--- config.mk ---
export PLATFORM = sky130hd
export DESIGN_NAME = cmd_decoder
export DESIGN_NICKNAME = d
export VERILOG_FILES = /design/src/logic/accel_pkg.sv /design/src/logic/cmd_decoder.sv
export SDC_FILE = /design/constraint.sdc
export NUM_CORES = 1
export LEC_CHECK = 0
export ABC_AREA = 1
export BUFFER_PORTS_ARGS = -buffer_cell sky130_fd_sc_hd__buf_2
export CORE_MARGIN = 3
export CORE_UTILIZATION = 40
export DETAILED_ROUTE_END_ITERATION = 12
export PLACE_DENSITY = 0.75
export SLEW_MARGIN = 20
export SYNTH_ARGS = -nofsm -noshare
export SYNTH_HDL_FRONTEND = slang
export SYNTH_SLANG_ARGS = --single-unit
--- constraint.sdc ---
create_clock -name okClk -period 1.6 [get_ports okClk]
set_clock_uncertainty 0.1 [all_clocks]
set_input_delay 0 -clock okClk [delete_from_list [all_inputs] [get_ports okClk]]
set_output_delay 0 -clock okClk [all_outputs]
set_load 0.02 [all_outputs]
--- src/logic/accel_pkg.sv ---
package accel_pkg;

	localparam int LANES      = 4;   // 16-bit lanes per buffer line
	localparam int WORD_W     = 16;
	localparam int ACC_W      = 32;
	localparam int BUF_AW     = 8;   // default only, modules get theirs from the top
	localparam int FIFO_DEPTH = 16;

	typedef logic signed [WORD_W-1:0]       word_t;
	typedef logic        [LANES*WORD_W-1:0] line_t;  // lane 0 in the low bits
	typedef logic signed [ACC_W-1:0]        acc_t;

	// request address field is sized by the default width
	// module BUF_AW must not exceed it
	typedef logic [BUF_AW-1:0] buf_addr_t;

	// word 0 of a command maps straight onto this struct
	typedef struct packed {
		logic [15:0] o_channels; // high half
		logic [15:0] i_lines;    // low half, lines per dot product
	} cfg_t;

	typedef struct packed {
		logic      wr;
		buf_addr_t addr;
		line_t     line;
	} buf_req_t;

	// buffer regions, one quarter each, from a module's BUF_AW:
	//   data    base 0
	//   weights base 1 << (BUF_AW-2), spans quarters 1 and 2
	//   bias    base 3 << (BUF_AW-2), one bias word per line in lane 0
	// weights of channel o start at weight base + o*i_lines

	typedef enum logic [2:0] {
		IDLE,
		RD_DATA,
		RD_WEIGHT,
		MAC,
		RD_BIAS,
		PUSH,
		DONE
	} engine_state_t;

endpackage
--- src/logic/cmd_decoder.sv ---
`timescale 1ns/1ps

module cmd_decoder
	import accel_pkg::*;
(
	input  logic        okClk,
	input  logic        i_rst,
	input  logic        i_cmd_wr,
	input  logic [31:0] i_cmd_word,
	output cfg_t        o_cfg,
	output logic        o_cfg_valid
);

	logic word_sel; // 0: config word next, 1: trailer next

	always_ff @(posedge okClk) begin
		if (i_rst) begin
			word_sel    <= 1'b0;
			o_cfg_valid <= 1'b0;
		end else if (i_cmd_wr) begin
			if (!word_sel) begin
				word_sel    <= 1'b1;
				o_cfg_valid <= 1'b0; // new command started, old config gone
			end else begin
				word_sel    <= 1'b0;
				o_cfg_valid <= 1'b1;
			end
		end
	end

	// fields only come from word 0, word 1 is just a terminator
	always_ff @(posedge okClk) begin
		if (i_cmd_wr && !word_sel) begin
			o_cfg <= cfg_t'(i_cmd_word);
		end
	end

	// a zero count would hang the engine in its read loop
	property p_cfg_nonzero;
		@(posedge okClk) disable iff (i_rst)
		o_cfg_valid |-> (o_cfg.i_lines != '0) && (o_cfg.o_channels != '0);
	endproperty

	a_cfg_nonzero: assert property (p_cfg_nonzero);

endmodule

==> results.md <==
* Reg2Reg Setup Slack at 230 ps
* Syn. warnings at 0
* RSZ-0062 raised after global routing: false
* Initial antenna violation count at 0
* Max Freq at 728 MHz
* Post-Synthesis Cells at 42
* Max transition margin at between 80 and 90%
* Setup crit start kind: register
* Clock slew at reported path FFs at 100 ps
* GPL Wtd Cong at about 0.69
* DR WL/cell at 14.4 microns
* Post-CTS setup buffer count at 0
* Tot GR Track Use at between 15 and 20%
* Fin nets at 187
* Min-delay worst type: in2reg
* Distinct cells, synth at 9
* Worst Path Required at 1770 ps
* Port bufs at 67
* Post-synthesis cell area at 1040 sq um
* Crit-path max FO at 2
* Core area at 2340 sq um
* Via count at 795
* R2R cell count at 4
* Post-CTS resize count at 0
* Critical path arrival at 1540 ps
* Period utilisation layout at between 80% and 90%
* # diodes at 0
* Filler instances at ~140
* P&R area growth vs syn at 76.8%
* Pins Over Slew Limit at 0
* CTS sink count at 34
* Cell Rows at 17
* Share of cells above drive strength 1 at 51.6%
* # hold bufs at CTS at 35
* Yosys reg bits at 34
* Setup-failing EPs final at 0
* Non-filler instance count after layout at 181
* Worst Setup End Kind: register
* R2r startpoint: word_sel
* Syn Nets at 77
* Drt pass-1 iters at 4
* Worst VDD drop at 0.884 mV
* Total CTS buffers at 5
* Worst Hold End: o_cfg[14]
* P per Cell Area at between 900 and 1000 nW/um^2
* Antenna-violating nets left at 0
* Period minus WS final at ~1400 ps
* Avg Vias per Cell at approximately 4.4
* Iter 0 DRT Violations at 20
* Worst Hold Launch: i_cmd_word[14]
* Die X at roughly 57 microns
* Register area share after synthesis at 96.2%
* Die height at 57.0 microns
* R2R Path End: word_sel
* Insertion delay to the later sink of the worst-skew pair at 320 ps
* Root Buffer: clkbuf_4
* CTS Buffer Depth at 2
* First-pass GRT wire length at 4150 microns
* Die footprint at 3250 sq um
* Final wirelength at 2610 microns
* Synthesized area per cell at 24.8 sq um
* Drt drc at 0
* Initial Util at 44.5%
* Setup CP Type: reg2reg
* Max-cap viol count at 0
* H-tree Lvls at 2
* Status: completed
* Min-Delay Path Depth at 2
* Cells after DPL at 138
* Clock tree from TritonCTS: yes
* Largest net degree at the start of global routing at 34
* TNS Setup at 0 ps
* Leak at 0.000801 uW
* Worst Max-Slew Pin Slew at ~170 ps
* I/O pins at 68
* Vias in the first global route at between 800 and 900
* DP HPWL at 1320 microns
* GRT Residual Overflow at 0
* Final Hold Viols at 0
synth_stat cells:
library cell	instances	area share [%]
nand2_1	1	0.36
edfxtp_1	32	92
dfxtp_1	2	3.8
o21bai_1	1	0.72
inv_2	1	0.36
a21oi_1	1	0.48
inv_1	2	0.72
nand2_2	1	0.60
nor2_2	1	0.60
final cells by class:
cell class,count,area [sq um],area share [%]
clock buffers,5,37.5,2.04
clock inverters,3,21.3,1.16
inverters,3,11.3,0.612
multi-input cells,5,28.8,1.56
flip-flops and latches,34,1000,54.4
well taps,28,35.0,1.90
repair buffers,103,706,38.3
metrics by stage:
step / power, uW / worst slack (ps) / hold slack (ps) / utilization, % / area, sq um
6_report: 1750 / 227 / 277 / 78.7 / 1840
5_1_grt: 1840 / 174 / 251 / 78.7 / 1840
4_1_cts: 1770 / 340 / 247 / 78.7 / 1840
3_5_place_dp: 1260 / 520 / 73.5 / 61.2 / 1430
3_3_place_gp: 1260 / 537 / 69.6 / 61.2 / 1430
2_1_floorplan: 1160 / 357 / -30.9 / - / 1040
kinds of logic (layout without fill, tap and decap cells):
group | count (synthesis) | after routing | synth area share (%)
buffers and inverters | 3 | 114 | 1.08
AND/OR/NAND/NOR | 3 | 3 | 1.56
flip-flops | 34 | 34 | 96.2
AO/OA/AOI/OAI | 2 | 2 | 1.20
how the worst max path moves through the flow:
| stage | start | to | slack (ps) | depth (start not counted) |
|---|---|---|---|---|
| floorplan | word_sel | o_cfg[0] | 360 | 3 |
| global placement | word_sel | o_cfg[28] | 540 | 4 |
| detailed placement | word_sel | o_cfg[4] | 520 | 4 |
| CTS | word_sel | word_sel | 340 | 4 |
| global route | word_sel | word_sel | 170 | 4 |
| finish | word_sel | word_sel | 230 | 4 |
placed cells by master, fill, tap and decap left out:
cell type and count:
buf_2 67, dlygate4sd3_1 35, edfxtp_1 32, clkbuf_4 5
inv_1 2, dfxtp_1 2, nand2_2 1, inv_2 1
o21bai_1 1, nor2_2 1, nand2_1 1, a21oi_1 1
clkinv_2 1, clkinv_4 1, clkinvlp_4 1, buf_12 1
worst max-delay path: stages (launching register included):
cell	delay, ps
dfxtp_1	340
inv_1	80
nand2_2	60
a21oi_1	160
dlygate4sd3_1	580
where the power goes:
| part | switching (uW) | internal [uW] |
|---|---|---|
| clock | 269 | 171 |
| sequential | 13.8 | 1040 |
| combinational | 135 | 128 |
routing by layer:
metal | GRT usage (%) | part of all wire, %
met1 | 17.7 | 34
met2 | 31.5 | 52
met3 | 9.73 | 12
met4 | 8.94 | 2.6
met5 | 0 | 0
flip-flops by register name (all words and copies together) (netlist names):
register,count
word_sel,1
o_cfg_valid,1
o_cfg,32
Power figures use the tool's default switching activity.
