[src/logic/accel_pkg.sv]
package accel_pkg;

	localparam int LANES      = 4;   // 16-bit lanes per buffer line
	localparam int WORD_W     = 16;
	localparam int ACC_W      = 32;
	localparam int BUF_AW     = 8;   // default only, modules get theirs from the top
	localparam int FIFO_DEPTH = 16;

	typedef logic signed [WORD_W-1:0]       word_t;
	typedef logic        [LANES*WORD_W-1:0] line_t;  // lane 0 in the low bits
	typedef logic signed [ACC_W-1:0]        acc_t;

	// request address field is sized by the default width
	// module BUF_AW must not exceed it
	typedef logic [BUF_AW-1:0] buf_addr_t;

	// word 0 of a command maps straight onto this struct
	typedef struct packed {
		logic [15:0] o_channels; // high half
		logic [15:0] i_lines;    // low half, lines per dot product
	} cfg_t;

	typedef struct packed {
		logic      wr;
		buf_addr_t addr;
		line_t     line;
	} buf_req_t;

	// buffer regions, one quarter each, from a module's BUF_AW:
	//   data    base 0
	//   weights base 1 << (BUF_AW-2), spans quarters 1 and 2
	//   bias    base 3 << (BUF_AW-2), one bias word per line in lane 0
	// weights of channel o start at weight base + o*i_lines

	typedef enum logic [2:0] {
		IDLE,
		RD_DATA,
		RD_WEIGHT,
		MAC,
		RD_BIAS,
		PUSH,
		DONE
	} engine_state_t;

endpackage
[src/logic/line_packer.sv]
`timescale 1ns/1ps

module line_packer
	import accel_pkg::*;
#(
	parameter int BUF_AW = accel_pkg::BUF_AW
)(
	input  logic     okClk,
	input  logic     i_rst,
	input  logic     i_data_wr,
	input  logic     i_weight_wr,
	input  logic     i_bias_wr,
	input  word_t    i_word,
	output logic     o_wr_req,
	output buf_req_t o_wr
);

	localparam int LW = $clog2(LANES);
	localparam logic [LW-1:0]     LAST_LANE = LW'(LANES - 1);
	localparam logic [BUF_AW-1:0] D_BASE    = '0;
	localparam logic [BUF_AW-1:0] W_BASE    = BUF_AW'(1) << (BUF_AW - 2);
	localparam logic [BUF_AW-1:0] B_BASE    = BUF_AW'(3) << (BUF_AW - 2);

	line_t             data_line, weight_line;
	line_t             data_next, weight_next;
	logic [LW-1:0]     data_lane, weight_lane;
	logic [BUF_AW-1:0] data_addr, weight_addr, bias_addr;

	// new word enters at the top, first word ends up in lane 0
	assign data_next   = {i_word, data_line[$bits(line_t)-1:WORD_W]};
	assign weight_next = {i_word, weight_line[$bits(line_t)-1:WORD_W]};

	always_ff @(posedge okClk) begin
		if (i_rst) begin
			data_lane   <= '0;
			weight_lane <= '0;
			data_addr   <= D_BASE;
			weight_addr <= W_BASE;
			bias_addr   <= B_BASE;
			o_wr_req    <= 1'b0;
		end else begin
			o_wr_req <= 1'b0;
			if (i_data_wr) begin
				data_lane <= (data_lane == LAST_LANE) ? '0 : data_lane + 1'b1;
				if (data_lane == LAST_LANE) begin
					o_wr_req  <= 1'b1;
					data_addr <= data_addr + 1'b1;
				end
			end
			if (i_weight_wr) begin
				weight_lane <= (weight_lane == LAST_LANE) ? '0 : weight_lane + 1'b1;
				if (weight_lane == LAST_LANE) begin
					o_wr_req    <= 1'b1;
					weight_addr <= weight_addr + 1'b1;
				end
			end
			if (i_bias_wr) begin
				o_wr_req  <= 1'b1; // every bias word is its own line
				bias_addr <= bias_addr + 1'b1;
			end
		end
	end

	always_ff @(posedge okClk) begin
		if (i_data_wr) begin
			data_line <= data_next;
			if (data_lane == LAST_LANE) begin
				o_wr <= '{wr: 1'b1, addr: buf_addr_t'(data_addr), line: data_next};
			end
		end
		if (i_weight_wr) begin
			weight_line <= weight_next;
			if (weight_lane == LAST_LANE) begin
				o_wr <= '{wr: 1'b1, addr: buf_addr_t'(weight_addr), line: weight_next};
			end
		end
		if (i_bias_wr) begin
			o_wr <= '{wr: 1'b1, addr: buf_addr_t'(bias_addr), line: line_t'($unsigned(i_word))};
		end
	end

	// strobes share o_wr, two at once would lose a line
	a_one_strobe: assert property (@(posedge okClk) disable iff (i_rst)
		$onehot0({i_data_wr, i_weight_wr, i_bias_wr}));

endmodule

[config.mk]
export PLATFORM = sky130hd
export DESIGN_NAME = line_packer
export DESIGN_NICKNAME = d
export VERILOG_FILES = /design/src/logic/accel_pkg.sv /design/src/logic/line_packer.sv
export SDC_FILE = /design/constraint.sdc
export NUM_CORES = 1
export LEC_CHECK = 0
export BUFFER_PORTS_ARGS = -buffer_cell sky130_fd_sc_hd__buf_2
export CORE_UTILIZATION = 60
export CTS_CLUSTER_SIZE = 10
export DETAILED_ROUTE_END_ITERATION = 10
export PLACE_DENSITY = 0.9
export SLEW_MARGIN = 5
export SYNTH_ARGS = -nofsm -noshare
export SYNTH_HDL_FRONTEND = slang
export SYNTH_SLANG_ARGS = --single-unit
[constraint.sdc]
create_clock -name okClk -period 4.5 [get_ports okClk]
set_clock_uncertainty 0.15 [all_clocks]
set_input_delay 0.9 -clock okClk [delete_from_list [all_inputs] [get_ports okClk]]
set_output_delay 0.9 -clock okClk [all_outputs]
set_load 0.01 [all_outputs]
==> results.yml <==
sta:
  drv_slew: 0
  tightest_slew_ns: 1.24
  tns_ns: 0
  hold_ws_ns: 0.291
  setup_viol: 0
  finalCritPeriodShare_pct: 68.0
  rsz0062_at_grt: "no"
  maxSlewHeadroom_pct: 17.0
  fin_crit_ns: 3.06
  max_freq_ghz: 0.327
  finalHoldViolations: 0
  fin_ws_ns: 1.44
placement:
  placed_cells: 875
  port_buffers: 94
  dp_hpwl_um: 10600
  gp_congestion: 0.866
  dpl-instance-area_um2: 7950
  pre_cts_slack_ns: 1.43
clock_network:
  cts_tree: "done"
  ctsHoldBuffers: 0
  cts_buffers: 17
  post_cts_buffers: 0
  post_cts_resized: 0
  clk_path_buf_depth: 2
  clock_tree.htree_level_count: 4
  cts_root_buf: "clkbuf_16"
  worstSkewPairLatency_ns: 0.43
  cts.sinks: 198
  clkTransAtPathRegs_ns: 0.07
critical_path:
  reg2reg_slack_ns: 1.44
  critPathLaunchType: "register"
  endpoint_kind: "register"
  reg2reg_from: "data_lane[0]$_SDFFE_PP0P_"
  worstPathRequired_ns: 4.64
  r2r_cells: 4
  critPathMaxFanout: 30
  r2r-end: "o_wr[8]$_DFF_P_"
  cp.arrival_ns: 3.20
  worstSetupPathType: "register to register"
pwr:
  total_power_mw: 3.75
  leakagePower_nw: 3.25
  power.density_nw_per_um2: 440
  ir_drop_mv: 0.339
global_routing:
  grtUsageTotal_pct: 27.3
  grt_pass1_wl_um: 26500
  grt_pass1_vias: 5212
  antenna_found_initial: 0
  grt_max_degree: 62
  overflow: 0
synthesis:
  synth_warnings: 0
  ys_types: 39
  synth-seq-cells: 198
  syn-mean-instance-area_um2: 11.4
  synth_nets: 682
  seq_area_frac_synth_pct: 65.9
  synthCells: 655
  syn_area_um2: 7470
detailed_routing:
  drtAntennaViolNets: 0
  drc: 0
  first_pass_iters: 5
  drt-total-wl_um: 17100
  drt_iter0_markers: 530
  wire_per_inst_um: 18.8
  num_vias: 5525
  vias_per_cell: 6.09
finish:
  nets: 753
  final_util_pct: 70.7
  fillCellCount: 781
  fin_area_um2: 8530
  drive_gt1_share_pct: 18.7
  areaGrowthSynthToFinish_pct: 14.1
  fin_cells: 907
  antenna_cells: 0
die:
  design.die.area_um2: 12900
  io_pins: 95
  die_y_um: 114
  die_w_um: 114
  start_util_pct: 62.0
  core_um2: 12100
  rows: 40
min_path:
  worstHoldPathCells: 1
  min_from: "o_wr[72]$_SDFF_PP1_"
  hold_path.class: "register to register"
  min_to: "o_wr[72]$_SDFF_PP1_"
run:
  max_cap_violations: 0
run_status:
  outcome: "complete, no violations"
==> synth_stat cells <==
cell type  number  area share (%)
dfxtp_1       102              27
nand2_1        99             5.0
edfxtp_1       96              39
nor2_1         74             3.7
nand3_1        41             2.7
a311oi_1       32             3.8
a21oi_1        28             1.9
o31ai_1        27             2.7
a211oi_1       24             2.4
clkbuf_1       21             1.1
and3_1         17             1.4
buf_2          12            0.80
buf_4          10             1.0
o21ai_0         8            0.54
and3_2          7            0.70
ha_1            6             1.0
mux2i_1         6            0.80
or3_1           6            0.50
xor2_1          5            0.59
nand4_1         4            0.33
buf_6           3            0.45
inv_1           3            0.15
or4_1           3            0.30
xnor2_1         3            0.35
nor2b_1         2            0.17
nor3_1          2            0.13
nor4_1          2            0.17
a22o_1          1            0.12
a22oi_2         1            0.17
and2_1          1           0.084
buf_1           1           0.050
clkbuf_2        1           0.067
mux2_2          1            0.15
nand2_2         1           0.084
nand2_4         1            0.15
nand3_4         1            0.23
nand3b_1        1            0.10
or3b_1          1            0.12
or3b_2          1            0.12
==> state kept, by name, indices dropped and copies added, names as in the netlist <==
signal,cells
data_line,48
weight_lane,2
weight_addr,8
data_addr,8
o_wr_req,1
data_lane,2
bias_addr,8
weight_line,48
o_wr,73
==> power breakdown <==
group	internal [mW]	leakage [nW]	switching, mW
sequential	2.00	1.77	0.0519
combinational	0.0679	1.21	0.135
clock	0.873	0.273	0.625
total	2.94	3.25	0.812
==> layer usage <==
metal	part of all wire, %	track usage (%)	vias up	wire (µm)
li1	-	-	2526	-
met1	39	33.6	2719	6700
met2	51	45.7	233	8700
met3	7.0	7.01	47	1200
met4	2.7	12.1	0	469
met5	0	0	-	0
==> critical path, cell delays in order, from the launching register on <==
cell and delay (ns):
dfxtp_1 0.40, ha_1 1.02, nand2_2 0.68, a211oi_1 0.51, o31ai_1 0.15
==> final cells by class <==
| cell class | instances | area [µm²] | area share [%] |
|---|---|---|---|
| clock buffer | 23 | 448 | 5.25 |
| multi-input combinational | 406 | 2280 | 26.7 |
| timing repair buffer | 100 | 520 | 6.10 |
| sequential | 198 | 4920 | 57.8 |
| inverter | 3 | 11.3 | 0.132 |
| clock inverter | 9 | 131 | 1.54 |
| tap | 168 | 210 | 2.47 |
==> cells by family (layout without fill, tap and decap cells) <==
logic type / after synthesis / after routing / share of synthesized area (%)
AOI/OAI and AO/OA: 121 / 121 / 11.6
buffers and inverters: 51 / 135 / 3.58
and+or+nand+nor: 264 / 264 / 16.1
xor gates and xnor gates: 8 / 8 / 0.938
muxes: 7 / 7 / 0.954
adders and majority gates: 6 / 6 / 1.00
DFF: 198 / 198 / 65.9
==> cells in the final DEF, fill, tap and decap left out, types with 7 or more instances in the layout <==
| master | instances |
|---|---|
| nand3_1 | 41 |
| buf_2 | 92 |
| a21oi_1 | 28 |
| dfxtp_1 | 102 |
| a211oi_1 | 24 |
| a311oi_1 | 32 |
| and3_2 | 7 |
| o21ai_0 | 8 |
| nand2_1 | 99 |
| and3_1 | 17 |
| o31ai_1 | 27 |
| buf_4 | 8 |
| clkbuf_16 | 17 |
| nor2_1 | 74 |
| edfxtp_1 | 96 |
==> worst max path at each step <==
| stage | startpoint | end | slack (ns) | cells past startpoint |
|---|---|---|---|---|
| 2_1_floorplan | i_weight_wr | weight_addr[7]$_SDFFE_PP0P_ | 2.48 | 4 |
| 3_3_place_gp | i_data_wr | data_addr[7]$_SDFFE_PP0P_ | 1.54 | 5 |
| 3_5_place_dp | i_data_wr | data_addr[7]$_SDFFE_PP0P_ | 1.43 | 5 |
| 4_1_cts | data_lane[0]$_SDFFE_PP0P_ | o_wr[8]$_DFF_P_ | 1.56 | 4 |
| 5_1_grt | data_lane[0]$_SDFFE_PP0P_ | o_wr[15]$_DFF_P_ | 1.36 | 4 |
| 6_report | data_lane[0]$_SDFFE_PP0P_ | o_wr[8]$_DFF_P_ | 1.44 | 4 |
No activity file was read; power rests on OpenSTA's default activity.
