`src/logic/accel_pkg.sv`:
```
package accel_pkg;

	localparam int LANES      = 4;   // 16-bit lanes per buffer line
	localparam int WORD_W     = 16;
	localparam int ACC_W      = 32;
	localparam int BUF_AW     = 8;   // default only, modules get theirs from the top
	localparam int FIFO_DEPTH = 16;

	typedef logic signed [WORD_W-1:0]       word_t;
	typedef logic        [LANES*WORD_W-1:0] line_t;  // lane 0 in the low bits
	typedef logic signed [ACC_W-1:0]        acc_t;

	// request address field is sized by the default width
	// module BUF_AW must not exceed it
	typedef logic [BUF_AW-1:0] buf_addr_t;

	// word 0 of a command maps straight onto this struct
	typedef struct packed {
		logic [15:0] o_channels; // high half
		logic [15:0] i_lines;    // low half, lines per dot product
	} cfg_t;

	typedef struct packed {
		logic      wr;
		buf_addr_t addr;
		line_t     line;
	} buf_req_t;

	// buffer regions, one quarter each, from a module's BUF_AW:
	//   data    base 0
	//   weights base 1 << (BUF_AW-2), spans quarters 1 and 2
	//   bias    base 3 << (BUF_AW-2), one bias word per line in lane 0
	// weights of channel o start at weight base + o*i_lines

	typedef enum logic [2:0] {
		IDLE,
		RD_DATA,
		RD_WEIGHT,
		MAC,
		RD_BIAS,
		PUSH,
		DONE
	} engine_state_t;

endpackage
```
`src/logic/gemm_engine.sv`:
```
`timescale 1ns/1ps

module gemm_engine
	import accel_pkg::*;
#(
	parameter int BUF_AW = accel_pkg::BUF_AW
)(
	input  logic     okClk,
	input  logic     i_rst,
	input  logic     i_start,
	input  cfg_t     i_cfg,
	input  logic     i_cfg_valid,
	output logic     o_rd_req,
	output buf_req_t o_rd,
	input  logic     i_rd_grant,
	input  logic     i_rd_valid,
	input  line_t    i_rd_line,
	output logic     o_push,
	output acc_t     o_result,
	input  logic     i_fifo_full,
	output logic     o_busy,
	output logic     o_done
);

	localparam logic [BUF_AW-1:0] D_BASE = '0;
	localparam logic [BUF_AW-1:0] W_BASE = BUF_AW'(1) << (BUF_AW - 2);
	localparam logic [BUF_AW-1:0] B_BASE = BUF_AW'(3) << (BUF_AW - 2);

	engine_state_t     state;
	cfg_t              cfg_q;       // held for the whole run
	logic [15:0]       ch_cnt, line_cnt;
	logic [BUF_AW-1:0] w_addr, rd_addr;
	line_t             data_q;
	acc_t              acc, lane_sum, bias_ext;
	logic              start_ok, last_line, last_ch;

	assign start_ok  = (state == IDLE) && i_start && i_cfg_valid;
	assign last_line = (line_cnt == cfg_q.i_lines - 16'd1);
	assign last_ch   = (ch_cnt == cfg_q.o_channels - 16'd1);
	assign bias_ext  = acc_t'(word_t'(i_rd_line[WORD_W-1:0])); // lane 0 only

	// four signed lane products, weight line straight off the buffer
	always_comb begin
		word_t d_w;
		word_t w_w;
		lane_sum = '0;
		for (int i = 0; i < LANES; i++) begin
			d_w      = data_q[i*WORD_W +: WORD_W];
			w_w      = i_rd_line[i*WORD_W +: WORD_W];
			lane_sum = lane_sum + acc_t'(d_w) * acc_t'(w_w);
		end
	end

	always_comb begin
		case (state)
			RD_WEIGHT: rd_addr = w_addr;
			RD_BIAS:   rd_addr = B_BASE + BUF_AW'(ch_cnt);
			default:   rd_addr = D_BASE + BUF_AW'(line_cnt);
		endcase
	end

	assign o_rd_req = (state == RD_DATA) || (state == RD_WEIGHT) || (state == RD_BIAS);
	assign o_rd     = '{wr: 1'b0, addr: buf_addr_t'(rd_addr), line: '0};
	// first PUSH cycle folds in the bias, push from the next one on
	assign o_push   = (state == PUSH) && !i_rd_valid && !i_fifo_full;
	assign o_result = acc;
	assign o_busy   = (state != IDLE) && (state != DONE);
	assign o_done   = (state == DONE);

	always_ff @(posedge okClk) begin
		if (i_rst) begin
			state    <= IDLE;
			ch_cnt   <= '0;
			line_cnt <= '0;
			w_addr   <= W_BASE;
		end else begin
			case (state)
				IDLE: begin
					if (start_ok) begin
						state    <= RD_DATA;
						ch_cnt   <= '0;
						line_cnt <= '0;
						w_addr   <= W_BASE;
					end
				end
				RD_DATA: begin
					if (i_rd_grant) state <= RD_WEIGHT;
				end
				RD_WEIGHT: begin
					if (i_rd_grant) state <= MAC;
				end
				MAC: begin
					w_addr <= w_addr + 1'b1; // weights run on across channels
					if (last_line) begin
						line_cnt <= '0;
						state    <= RD_BIAS;
					end else begin
						line_cnt <= line_cnt + 16'd1;
						state    <= RD_DATA;
					end
				end
				RD_BIAS: begin
					if (i_rd_grant) state <= PUSH;
				end
				PUSH: begin
					if (o_push) begin
						if (last_ch) begin
							state <= DONE;
						end else begin
							ch_cnt <= ch_cnt + 16'd1;
							state  <= RD_DATA;
						end
					end
				end
				default: state <= IDLE; // DONE lasts one cycle
			endcase
		end
	end

	always_ff @(posedge okClk) begin
		if (start_ok) begin
			cfg_q <= i_cfg;
			acc   <= '0;
		end
		if (state == RD_WEIGHT && i_rd_valid) begin
			data_q <= i_rd_line; // data line returns while weight read waits
		end
		if (state == MAC) begin
			acc <= acc + lane_sum;
		end else if (state == PUSH) begin
			if (i_rd_valid) begin
				acc <= acc + bias_ext;
			end else if (o_push) begin
				acc <= '0;
			end
		end
	end

	// weight line must arrive exactly in MAC, the arbiter keeps that promise
	a_mac_data: assert property (@(posedge okClk) disable iff (i_rst)
		(state == MAC) |-> i_rd_valid);

	a_start_ok: assert property (@(posedge okClk) disable iff (i_rst)
		i_start |-> (state == IDLE) && i_cfg_valid)
		else $warning("start ignored, engine busy or no valid config");

endmodule

```
`config.mk`:
```
export PLATFORM = sky130hd
export DESIGN_NAME = gemm_engine
export DESIGN_NICKNAME = d
export VERILOG_FILES = /design/src/logic/accel_pkg.sv /design/src/logic/gemm_engine.sv
export SDC_FILE = /design/constraint.sdc
export NUM_CORES = 2
export LEC_CHECK = 0
export BUFFER_PORTS_ARGS = -buffer_cell sky130_fd_sc_hd__buf_4
export CAP_MARGIN = 20
export CORE_UTILIZATION = 55
export CTS_CLUSTER_DIAMETER = 150
export CTS_CLUSTER_SIZE = 28
export DETAILED_ROUTE_END_ITERATION = 6
export PLACE_DENSITY = 0.72
export SYNTH_ARGS = -nofsm -noshare
export SYNTH_HDL_FRONTEND = slang
export SYNTH_SLANG_ARGS = --single-unit
```
`constraint.sdc`:
```
create_clock -name okClk -period 11.9 [get_ports okClk]
set_input_delay 1.19 -clock okClk [delete_from_list [all_inputs] [get_ports okClk]]
set_output_delay 1.19 -clock okClk [all_outputs]
set_load 0.005 [all_outputs]
```
==> flow_summary.toml <==
[worst_setup_path]
start_kind = "primary input"
required_ns = 12.26
cp_common_cell = "fa_1"
slowest_delay_ns = 0.76
critPathKind = "in -> reg"
path_buf_inv = 7
worstSetupEndpointType = "flip-flop"
slowest_stage = "fa_1"
crit_fanout = 17
critPathTopFamily = "adder cells"
crit_arrival_ns = 10.01

[grt]
grt_pass1_wl_um = 199000
grt_use_total_pct = 27.47
grt-ovfl-total = 0
antenna_found_initial = 0
grt_max_degree = 65
grt_pass1_vias = 37410

[timing]
period_minus_slack_ns = 9.648
hold_viol_final = 0
final-max-slew-violation-count = 0
worst_pin_slew_ns = 1.127
fin_crit_sh_pct = 81.08
fin_ws_ns = 2.252
timing.slew.headroom_pct = 24.86
setup_viol = 0
clock_skew_ns = 0.01578
rsz0062_at_grt = "false"
achievable-frequency_mhz = 103.6
setup_tns_ns = 0

[cells_and_area]
syn_to_final_growth_pct = 4.700
n_antenna_cell = 0
fillers = 7775
drive_above_1_share_pct = 3.925
seq_area_mm2 = 0.004384
fin_nets = 6863
multi_input_area_mm2 = 0.03987

[cts]
cts_buffers = 17
cts_buffer_depth = 2
cts_hold_buf = 0
cts_resized = 0
clock_latency_ns = 0.50
clock-sinks = 171
cts_tree = "built"
htreeDepth = 4
path_clk_slew_ns = 0.09
post_cts_buffers = 0
root_buffer = "clkbuf_16"

[routing]
drt-total-wl_um = 118300
ant_nets = 0
drcViolationCount = 0
drt_first_pass_iters = 5
wl_per_cell_um = 18.56
drtIter0Drc = 1685
viasPerCell = 5.263
vias = 33540

[logic_synthesis]
synthMuxAreaShare_pct = 0.2667
synthFlopType = "edfxtp_1"
synth_top_cell_area_share_pct = 49.88
synth_area_mm2 = 0.05021
syn_area_per_cell_um2 = 9.704
synth_edf_count = 96
synth_top_family_by_area = "adder cells"
async_flop_share_pct = 0
yosysTopAreaCell = "fa_1"
synth_warnings = 0
synth_xor_area_share_pct = 2.721
synth_common_cells = "inv_1, fa_1, and2_1, nand2_1, ha_1"
ys_ff_latch = 171
yosys.area_share.simple_pct = 13.78
yosysSeqAreaShare_pct = 8.732
synth_area_leaders = "fa_1, inv_1, ha_1"
synthAdderAreaFrac_pct = 57.98
syn-instance-count = 5174
synth_most_common_cell = "inv_1"
synth_compound_area_share_pct = 4.149
yosysUniqueCellTypes = 70

[place]
numPortBuffers = 146
place.gp.congestion = 0.9328
dp_slack_ns = 1.751
hpwlAfterDp_um = 104900

[floorplanning]
core_area_mm2 = 0.09015
io_pins = 212
die_w_um = 304.1
fp.dieArea_mm2 = 0.09250
start_util_pct = 55.69
die_h_um = 304.1
row_count = 110

[hold_path]
hp-class = "reg -> reg"

[status]
status = "finished, final reports clean"

[flow_run]
drv_cap = 0
## cell usage in the layout, fill, tap and decap left out, types with 13 or more instances in the layout
cell type / instances
a21o_1: 38
buf_4: 157
clkbuf_16: 17
nor2_1: 108
nand2_1: 492
edfxtp_1: 96
conb_1: 65
dfxtp_1: 75
and3_1: 20
a221oi_1: 23
nand3_1: 33
xnor2_1: 111
nor4_1: 13
nand2b_1: 59
inv_1: 1347
a21oi_1: 109
o21ai_0: 59
ha_1: 325
o22ai_1: 18
nor3_1: 28
fa_1: 1251
and2_1: 526
xor2_1: 45
## routing by layer
layer / track usage [%] / up-vias / routed length (um)
met3: 3.621 / 145 / 6764
met4: 6.386 / 0 / 2241
li1: - / 15050 / -
met2: 47.16 / 967 / 58940
met5: 0 / - / 0
met1: 37.15 / 17380 / 50360
## worst register-to-register path: cells and delay by family (launching register included)
family,cells,cell delay [ns]
AOI/OAI and AO/OA,8,1.72
adders and majority gates,11,5.76
buffers and inverters,6,0.64
xor gates and xnor gates,1,0.14
DFF,1,0.79
and+or+nand+nor,2,0.44
## kinds of logic (layout without fill, tap and decap cells)
kind of cell	after synthesis	after routing
muxes	13	13
DFF	171	171
and+or+nand+nor	1347	1347
buffers and inverters	1578	1537
xor gates and xnor gates	156	156
other	1	65
adders and majority gates	1576	1576
AOI/OAI and AO/OA	332	332
## state kept, by name (all words and copies together) (netlist names)
signal and count:
data_q 64, cfg_q 32, o_result 32, ch_cnt 16, line_cnt 16, w_addr 8
state 3
## metrics by stage
| stage | area (um^2) | instances | util [%] | hold WS [ns] |
|---|---|---|---|---|
| 2_1_floorplan | 50450 | 5238 | - | 0.4514 |
| 6_report | 52570 | 6373 | 58.31 | 0.5159 |
| 3_3_place_gp | 51970 | 6341 | 57.65 | 0.4864 |
| 3_5_place_dp | 51970 | 6341 | 57.65 | 0.4889 |
| 5_1_grt | 52570 | 6373 | 58.31 | 0.5515 |
| 4_1_cts | 52570 | 6373 | 58.31 | 0.5082 |
## final timing paths
path	from	to	slack, ns	cells after the start
max	i_rd_line[49]	o_result[31]$_DFF_P_	2.25	29
min	w_addr[3]$_SDFFE_PP0P_	w_addr[3]$_SDFFE_PP0P_	0.52	1
max reg2reg	data_q[63]$_DFFE_PP_	o_result[31]$_DFF_P_	2.29	28
min reg2reg	w_addr[3]$_SDFFE_PP0P_	w_addr[3]$_SDFFE_PP0P_	0.52	1
## final cells by class
class | instances | area share [%]
clock inverter | 14 | 0.3237
tap | 1176 | 2.799
clock buffer | 18 | 0.8164
multi-input combinational | 3489 | 75.85
timing repair buffer | 157 | 2.242
inverter | 1348 | 9.626
sequential | 171 | 8.340
Power is not shown: default switching activity piles up to over one toggle a cycle in this logic, so the estimate is an artifact.
