## src/logic/accel_pkg.sv

```systemverilog
package accel_pkg;

	localparam int LANES      = 4;   // 16-bit lanes per buffer line
	localparam int WORD_W     = 16;
	localparam int ACC_W      = 32;
	localparam int BUF_AW     = 8;   // default only, modules get theirs from the top
	localparam int FIFO_DEPTH = 16;

	typedef logic signed [WORD_W-1:0]       word_t;
	typedef logic        [LANES*WORD_W-1:0] line_t;  // lane 0 in the low bits
	typedef logic signed [ACC_W-1:0]        acc_t;

	// request address field is sized by the default width
	// module BUF_AW must not exceed it
	typedef logic [BUF_AW-1:0] buf_addr_t;

	// word 0 of a command maps straight onto this struct
	typedef struct packed {
		logic [15:0] o_channels; // high half
		logic [15:0] i_lines;    // low half, lines per dot product
	} cfg_t;

	typedef struct packed {
		logic      wr;
		buf_addr_t addr;
		line_t     line;
	} buf_req_t;

	// buffer regions, one quarter each, from a module's BUF_AW:
	//   data    base 0
	//   weights base 1 << (BUF_AW-2), spans quarters 1 and 2
	//   bias    base 3 << (BUF_AW-2), one bias word per line in lane 0
	// weights of channel o start at weight base + o*i_lines

	typedef enum logic [2:0] {
		IDLE,
		RD_DATA,
		RD_WEIGHT,
		MAC,
		RD_BIAS,
		PUSH,
		DONE
	} engine_state_t;

endpackage
```

## src/logic/result_fifo.sv

```systemverilog
`timescale 1ns/1ps

module result_fifo
	import accel_pkg::*;
#(
	parameter int FIFO_DEPTH = accel_pkg::FIFO_DEPTH
)(
	input  logic                           okClk,
	input  logic                           i_rst,
	input  logic                           i_push,
	input  acc_t                           i_data,
	input  logic                           i_pop,
	output acc_t                           o_data,
	output logic                           o_valid,
	output logic                           o_full,
	output logic [$clog2(FIFO_DEPTH+1)-1:0] o_count
);

	localparam int PW = (FIFO_DEPTH > 1) ? $clog2(FIFO_DEPTH) : 1;
	localparam int CW = $clog2(FIFO_DEPTH + 1);
	localparam logic [PW-1:0] LAST_SLOT = PW'(FIFO_DEPTH - 1);
	localparam logic [CW-1:0] FULL_CNT  = CW'(FIFO_DEPTH);

	acc_t          mem [0:FIFO_DEPTH-1];
	logic [PW-1:0] wr_ptr, rd_ptr;
	logic          do_push, do_pop;

	assign do_push = i_push && !o_full;
	assign do_pop  = i_pop && o_valid;
	assign o_valid = (o_count != '0);
	assign o_full  = (o_count == FULL_CNT);
	assign o_data  = mem[rd_ptr]; // head shows without a pop

	always_ff @(posedge okClk) begin
		if (i_rst) begin
			wr_ptr  <= '0;
			rd_ptr  <= '0;
			o_count <= '0;
		end else begin
			if (do_push) wr_ptr <= (wr_ptr == LAST_SLOT) ? '0 : wr_ptr + 1'b1;
			if (do_pop)  rd_ptr <= (rd_ptr == LAST_SLOT) ? '0 : rd_ptr + 1'b1;
			case ({do_push, do_pop})
				2'b10:   o_count <= o_count + 1'b1;
				2'b01:   o_count <= o_count - 1'b1;
				default: o_count <= o_count;
			endcase
		end
	end

	always_ff @(posedge okClk) begin
		if (do_push) mem[wr_ptr] <= i_data;
	end

	// engine stalls on full, host only pops a valid head
	a_no_overflow: assert property (@(posedge okClk) disable iff (i_rst)
		!(i_push && o_full) && !(i_pop && !o_valid));

endmodule

```

## config.mk

```make
export PLATFORM = sky130hd
export DESIGN_NAME = result_fifo
export DESIGN_NICKNAME = d
export VERILOG_FILES = /design/src/logic/accel_pkg.sv /design/src/logic/result_fifo.sv
export SDC_FILE = /design/constraint.sdc
export NUM_CORES = 1
export LEC_CHECK = 0
export BUFFER_PORTS_ARGS = -buffer_cell sky130_fd_sc_hd__buf_2
export CAP_MARGIN = 25
export CORE_MARGIN = 1
export CORE_UTILIZATION = 35
export CTS_CLUSTER_SIZE = 25
export DETAILED_ROUTE_END_ITERATION = 6
export HOLD_SLACK_MARGIN = 0.12
export PLACE_DENSITY = 0.54
export SYNTH_ARGS = -nofsm -noshare
export SYNTH_HDL_FRONTEND = slang
export SYNTH_SLANG_ARGS = --single-unit
```

## constraint.sdc

```tcl
create_clock -name okClk -period 6.3 [get_ports okClk]
set_input_delay 0.63 -clock okClk [delete_from_list [all_inputs] [get_ports okClk]]
set_output_delay 0.63 -clock okClk [all_outputs]
set_load 0.05 [all_outputs]
```

==> results.md <==
- The post-detailed-placement half-perimeter wirelength is 22,700 um.
- The critical path capture point type is an output pin.
- On the final layout, the worst clock skew is 0.0142 ns.
- The fraction of met3 tracks used by global routing is 3.15%.
- After clock tree synthesis, the repair step resized 0 gates.
- Synthesis inferred 529 register bits.
- The H-tree depth is 2.
- The number of I/O port buffers is 74.
- The clock passes through at most 3 buffers.
- After layout, the worst path uses 62.6% of the clock period.
- The via count is 9,450.
- In the final layout, flip-flops and latches occupy 15,700 um2.
- The final number of max-transition violations came to 0.
- IR analysis of the VDD net gives a maximum drop of 0.256 mV.
- The number of warnings issued by yosys is 0.
- The nature of the critical path startpoint is a flip-flop.
- The first global-routing pass estimated 67,000 um of wire.
- The routed design has 45,200 um of wire.
- The number of antenna violations at the first check in global routing is 4.
- The worst slew margin relative to its limit is 31.0%.
- The remaining number of nets flagged by the antenna check after routing is 0.
- After synthesis, the largest family of logic cells by area is multiplexers.
- The number of buffers added for setup after CTS is 0.
- The synthesized instance count is 913.
- In this run the most used layer during global routing was met2.
- The top-area cell type share of the netlist area is 76.3%.
- In this run, CTS created clock tree buffers numbering 56.
- The synthesized netlist devotes 3.18% of its cell area to compound gates.
- The netlist area before placement is 20,200 um2.
- Of all nets on the critical path, the largest fanout is 36.
- The largest net degree at the start of global routing is 66.
- The multi-input combinational cells in the finished layout cover a total of 4300 um2.
- The post-CTS clock slew at the launch and capture registers of the worst setup and hold paths is 0.06 ns.
- For this design, the CTS-stage hold fixing added 0 buffers.
- Hold is met by 0.400 ns.
- The post-synthesis to final-layout area growth is 15.8%.
- The detailed-route DRC error count is 0.
- The average wire length per cell after detail routing is 24.8 um.
- The total global-route track usage is 15.6%.
- The leftover overflow at the end of global routing is 0.
- Using the TritonRoute via totals, the vias-per-cell ratio works out to 5.19.
- The mean area per synthesized cell is 22.1 um2.
- Summing the areas of all xor and xnor instances in the mapped netlist gives 0.217% of the synthesized area.
- Static timing analysis puts the maximum clock frequency at 253 MHz.
- The critical path is of the reg2out type.
- The proportion of synthesized flip-flops having asynchronous set or reset is 0%.
- The run finished with clean final reports.
- After synthesis, the netlist uses 47 different library cells.
- Counting flops with a built-in enable in the synthesized netlist gives 512.
- The total clock sinks is 529.
- The congestion estimate from routability-driven global placement came to 0.656.
- The clock insertion delay at the later pin of the skew report is 0.61 ns.
- The max-capacitance violation count is 0.
- The data arrival time of the critical path is 3.32 ns.
- The static leakage is 7.33 nW.
- The min-delay analysis places its worst path in the category in2reg.
- TritonCTS built the clock tree.
- The fraction of layout instances using a drive strength above 1 is 32.0%.
- The synthesized netlist devotes 2.23% of its cell area to simple gates.
- The final count of hold timing violations was 0.
- The repair_antennas step left the layout with diodes totalling 0.
- The die height is 242 um.
- Sorting the synthesized cells by area gives the leading types as sky130_fd_sc_hd__edfxtp_1 76%, sky130_fd_sc_hd__mux4_2 14%, sky130_fd_sc_hd__a22oi_1 2.4%.
- The number of DRC markers after the initial detailed-route iteration is 845.
- After filler insertion, the fill cell instance count of the layout stands at 4,993.
- The number of nets handed over by synthesis was 958.
- The met1 layer usage reported by global route is 21.6%.
- For this configuration, the core starts out at a cell density of 35.6%.
- The die area is 58,600 um2.
- The number of placement rows is 87.
- The root buffer cell is sky130_fd_sc_hd__clkbuf_16.
- Of all cell types, the one taking the most synthesized area is sky130_fd_sc_hd__edfxtp_1.
- In this run the power density over the cells is 394 nW/um2.
- The flip-flop cell with the highest count after synthesis is sky130_fd_sc_hd__edfxtp_1.
- The total of endpoints with negative setup slack in the final report is 0.
- The number of nets in the layout is 1,063.
- The placeable core region is 56,600 um2.
- The global routing met2 resource utilization is 25.4%.
- For the pin with the worst max-slew slack, the measured transition is 1.04 ns.
- The worst path required time is 5.67 ns.
- The first detailed-routing pass took 4 iterations.
- The setup total negative slack is 0 ns.
- The shortest period the worst path allows is 3.95 ns.
- In the synthesized netlist, mux cells make up 14.5% of the area.
- Summing the areas of all fa, ha and maj instances in the mapped netlist gives 0.559% of the synthesized area.
- The number of global-route vias before repair is 10.1k.
- The number of primary I/O pins is 75.
- The die is 242 um wide.
- Setup repair after global routing left no endpoint under its margin.
- The portion of the post-synthesis area used by sequential elements is 78.0%.
[metal layers]
layer,share of wire (%),routed length (um)
met2,49,22000
met1,45,20200
met3,5.1,2330
met5,0.086,39
met4,1.6,713
[registers in the layout (all words and copies together), names as in the netlist, named ones only]
name	flops
rd_ptr	4
mem	512
o_count	5
wr_ptr	4
[critical path, cell delays in order (launching register included)]
cell and delay, ns:
sky130_fd_sc_hd__dfxtp_4 0.88, sky130_fd_sc_hd__buf_4 0.60, sky130_fd_sc_hd__mux4_2 0.57, sky130_fd_sc_hd__a22oi_1 0.21
sky130_fd_sc_hd__nand2_1 0.18, sky130_fd_sc_hd__buf_2 0.26
[cell families (layout without fill, tap and decap cells)]
group | after synthesis | count (layout)
muxes | 132 | 132
buffers and inverters | 58 | 209
xor gates and xnor gates | 5 | 5
and+or+nand+nor | 96 | 96
AOI/OAI and AO/OA | 84 | 84
DFF | 529 | 529
adders and majority gates | 9 | 9
[through the flow]
stage	setup WS, ns	utilization, %	std cells	total power, mW	cell area [um2]
4_1_cts	2.19	41.2	1820	9.31	23300
2_1_floorplan	2.15	-	913	5.66	20200
3_5_place_dp	2.86	38.1	1716	6.13	21600
3_3_place_gp	2.81	38.1	1716	6.12	21600
6_report	2.35	41.2	1820	9.18	23300
5_1_grt	2.07	41.2	1820	9.56	23300
[power breakdown]
group	switching (mW)	internal, mW
clock network	1.36	1.80
logic	1.13	0.742
registers	0.155	3.99
[final timing paths]
path / from / slack (ns) / cells past startpoint / endpoint
worst max-delay path: flip-flop / 2.35 / 5 / o_data[2]
worst min-delay path: i_data[0] / 0.40 / 1 / mem[10][0]
worst max register to register: o_count[2] / 3.19 / 5 / mem[0][19]
worst min register to register: rd_ptr[0] / 0.51 / 2 / flip-flop
[cell usage after synthesis (2+ instances only)]
master and instances:
sky130_fd_sc_hd__nand2_1 45, sky130_fd_sc_hd__xor2_1 4, sky130_fd_sc_hd__nor3_1 7, sky130_fd_sc_hd__mux2i_1 4
sky130_fd_sc_hd__buf_1 8, sky130_fd_sc_hd__a21oi_1 5, sky130_fd_sc_hd__nor3b_1 2, sky130_fd_sc_hd__inv_1 6
sky130_fd_sc_hd__a22oi_1 64, sky130_fd_sc_hd__nand2b_1 3, sky130_fd_sc_hd__edfxtp_1 512, sky130_fd_sc_hd__dfxtp_1 17
sky130_fd_sc_hd__clkbuf_1 24, sky130_fd_sc_hd__nor2b_1 2, sky130_fd_sc_hd__or3b_2 2, sky130_fd_sc_hd__buf_2 10
sky130_fd_sc_hd__mux4_2 128, sky130_fd_sc_hd__nand3_1 3, sky130_fd_sc_hd__ha_1 9, sky130_fd_sc_hd__o21ai_0 3
sky130_fd_sc_hd__nor2_1 21, sky130_fd_sc_hd__buf_4 9
[layout make-up]
| type | instances | share of cell area [%] |
|---|---|---|
| inverter | 6 | 0.0965 |
| tap | 756 | 4.05 |
| sequential | 529 | 67.4 |
| timing repair buffer | 99 | 2.50 |
| clock inverter | 38 | 1.38 |
| clock buffer | 66 | 6.17 |
| multi-input combinational | 326 | 18.4 |
[layout by cell type (no fill, tap or decap), types with 2 or more instances in the layout]
cell / netlist / routed
sky130_fd_sc_hd__edfxtp_1: 512 / 512
sky130_fd_sc_hd__mux4_2: 128 / 128
sky130_fd_sc_hd__buf_2: 10 / 74
sky130_fd_sc_hd__a22oi_1: 64 / 64
sky130_fd_sc_hd__clkbuf_16: 0 / 56
sky130_fd_sc_hd__nand2_1: 45 / 45
sky130_fd_sc_hd__buf_4: 9 / 23
sky130_fd_sc_hd__clkinv_2: 0 / 17
sky130_fd_sc_hd__dfxtp_1: 17 / 15
sky130_fd_sc_hd__nor2_4: 0 / 12
sky130_fd_sc_hd__clkbuf_1: 24 / 10
sky130_fd_sc_hd__clkinv_1: 0 / 10
sky130_fd_sc_hd__nor2_1: 21 / 9
sky130_fd_sc_hd__ha_1: 9 / 9
sky130_fd_sc_hd__inv_1: 6 / 6
sky130_fd_sc_hd__nor3_2: 0 / 5
sky130_fd_sc_hd__a21oi_1: 5 / 5
sky130_fd_sc_hd__xor2_1: 4 / 4
sky130_fd_sc_hd__mux2i_1: 4 / 4
sky130_fd_sc_hd__bufinv_16: 0 / 4
sky130_fd_sc_hd__nand2b_1: 3 / 3
sky130_fd_sc_hd__o21ai_0: 3 / 3
sky130_fd_sc_hd__nand3_1: 3 / 3
sky130_fd_sc_hd__nor2b_4: 0 / 2
sky130_fd_sc_hd__or3b_2: 2 / 2
sky130_fd_sc_hd__nor3_1: 7 / 2
sky130_fd_sc_hd__nor3b_1: 2 / 2
sky130_fd_sc_hd__dfxtp_4: 0 / 2
sky130_fd_sc_hd__clkinvlp_4: 0 / 2
sky130_fd_sc_hd__buf_12: 0 / 2
(Power assumes the default switching activity.)
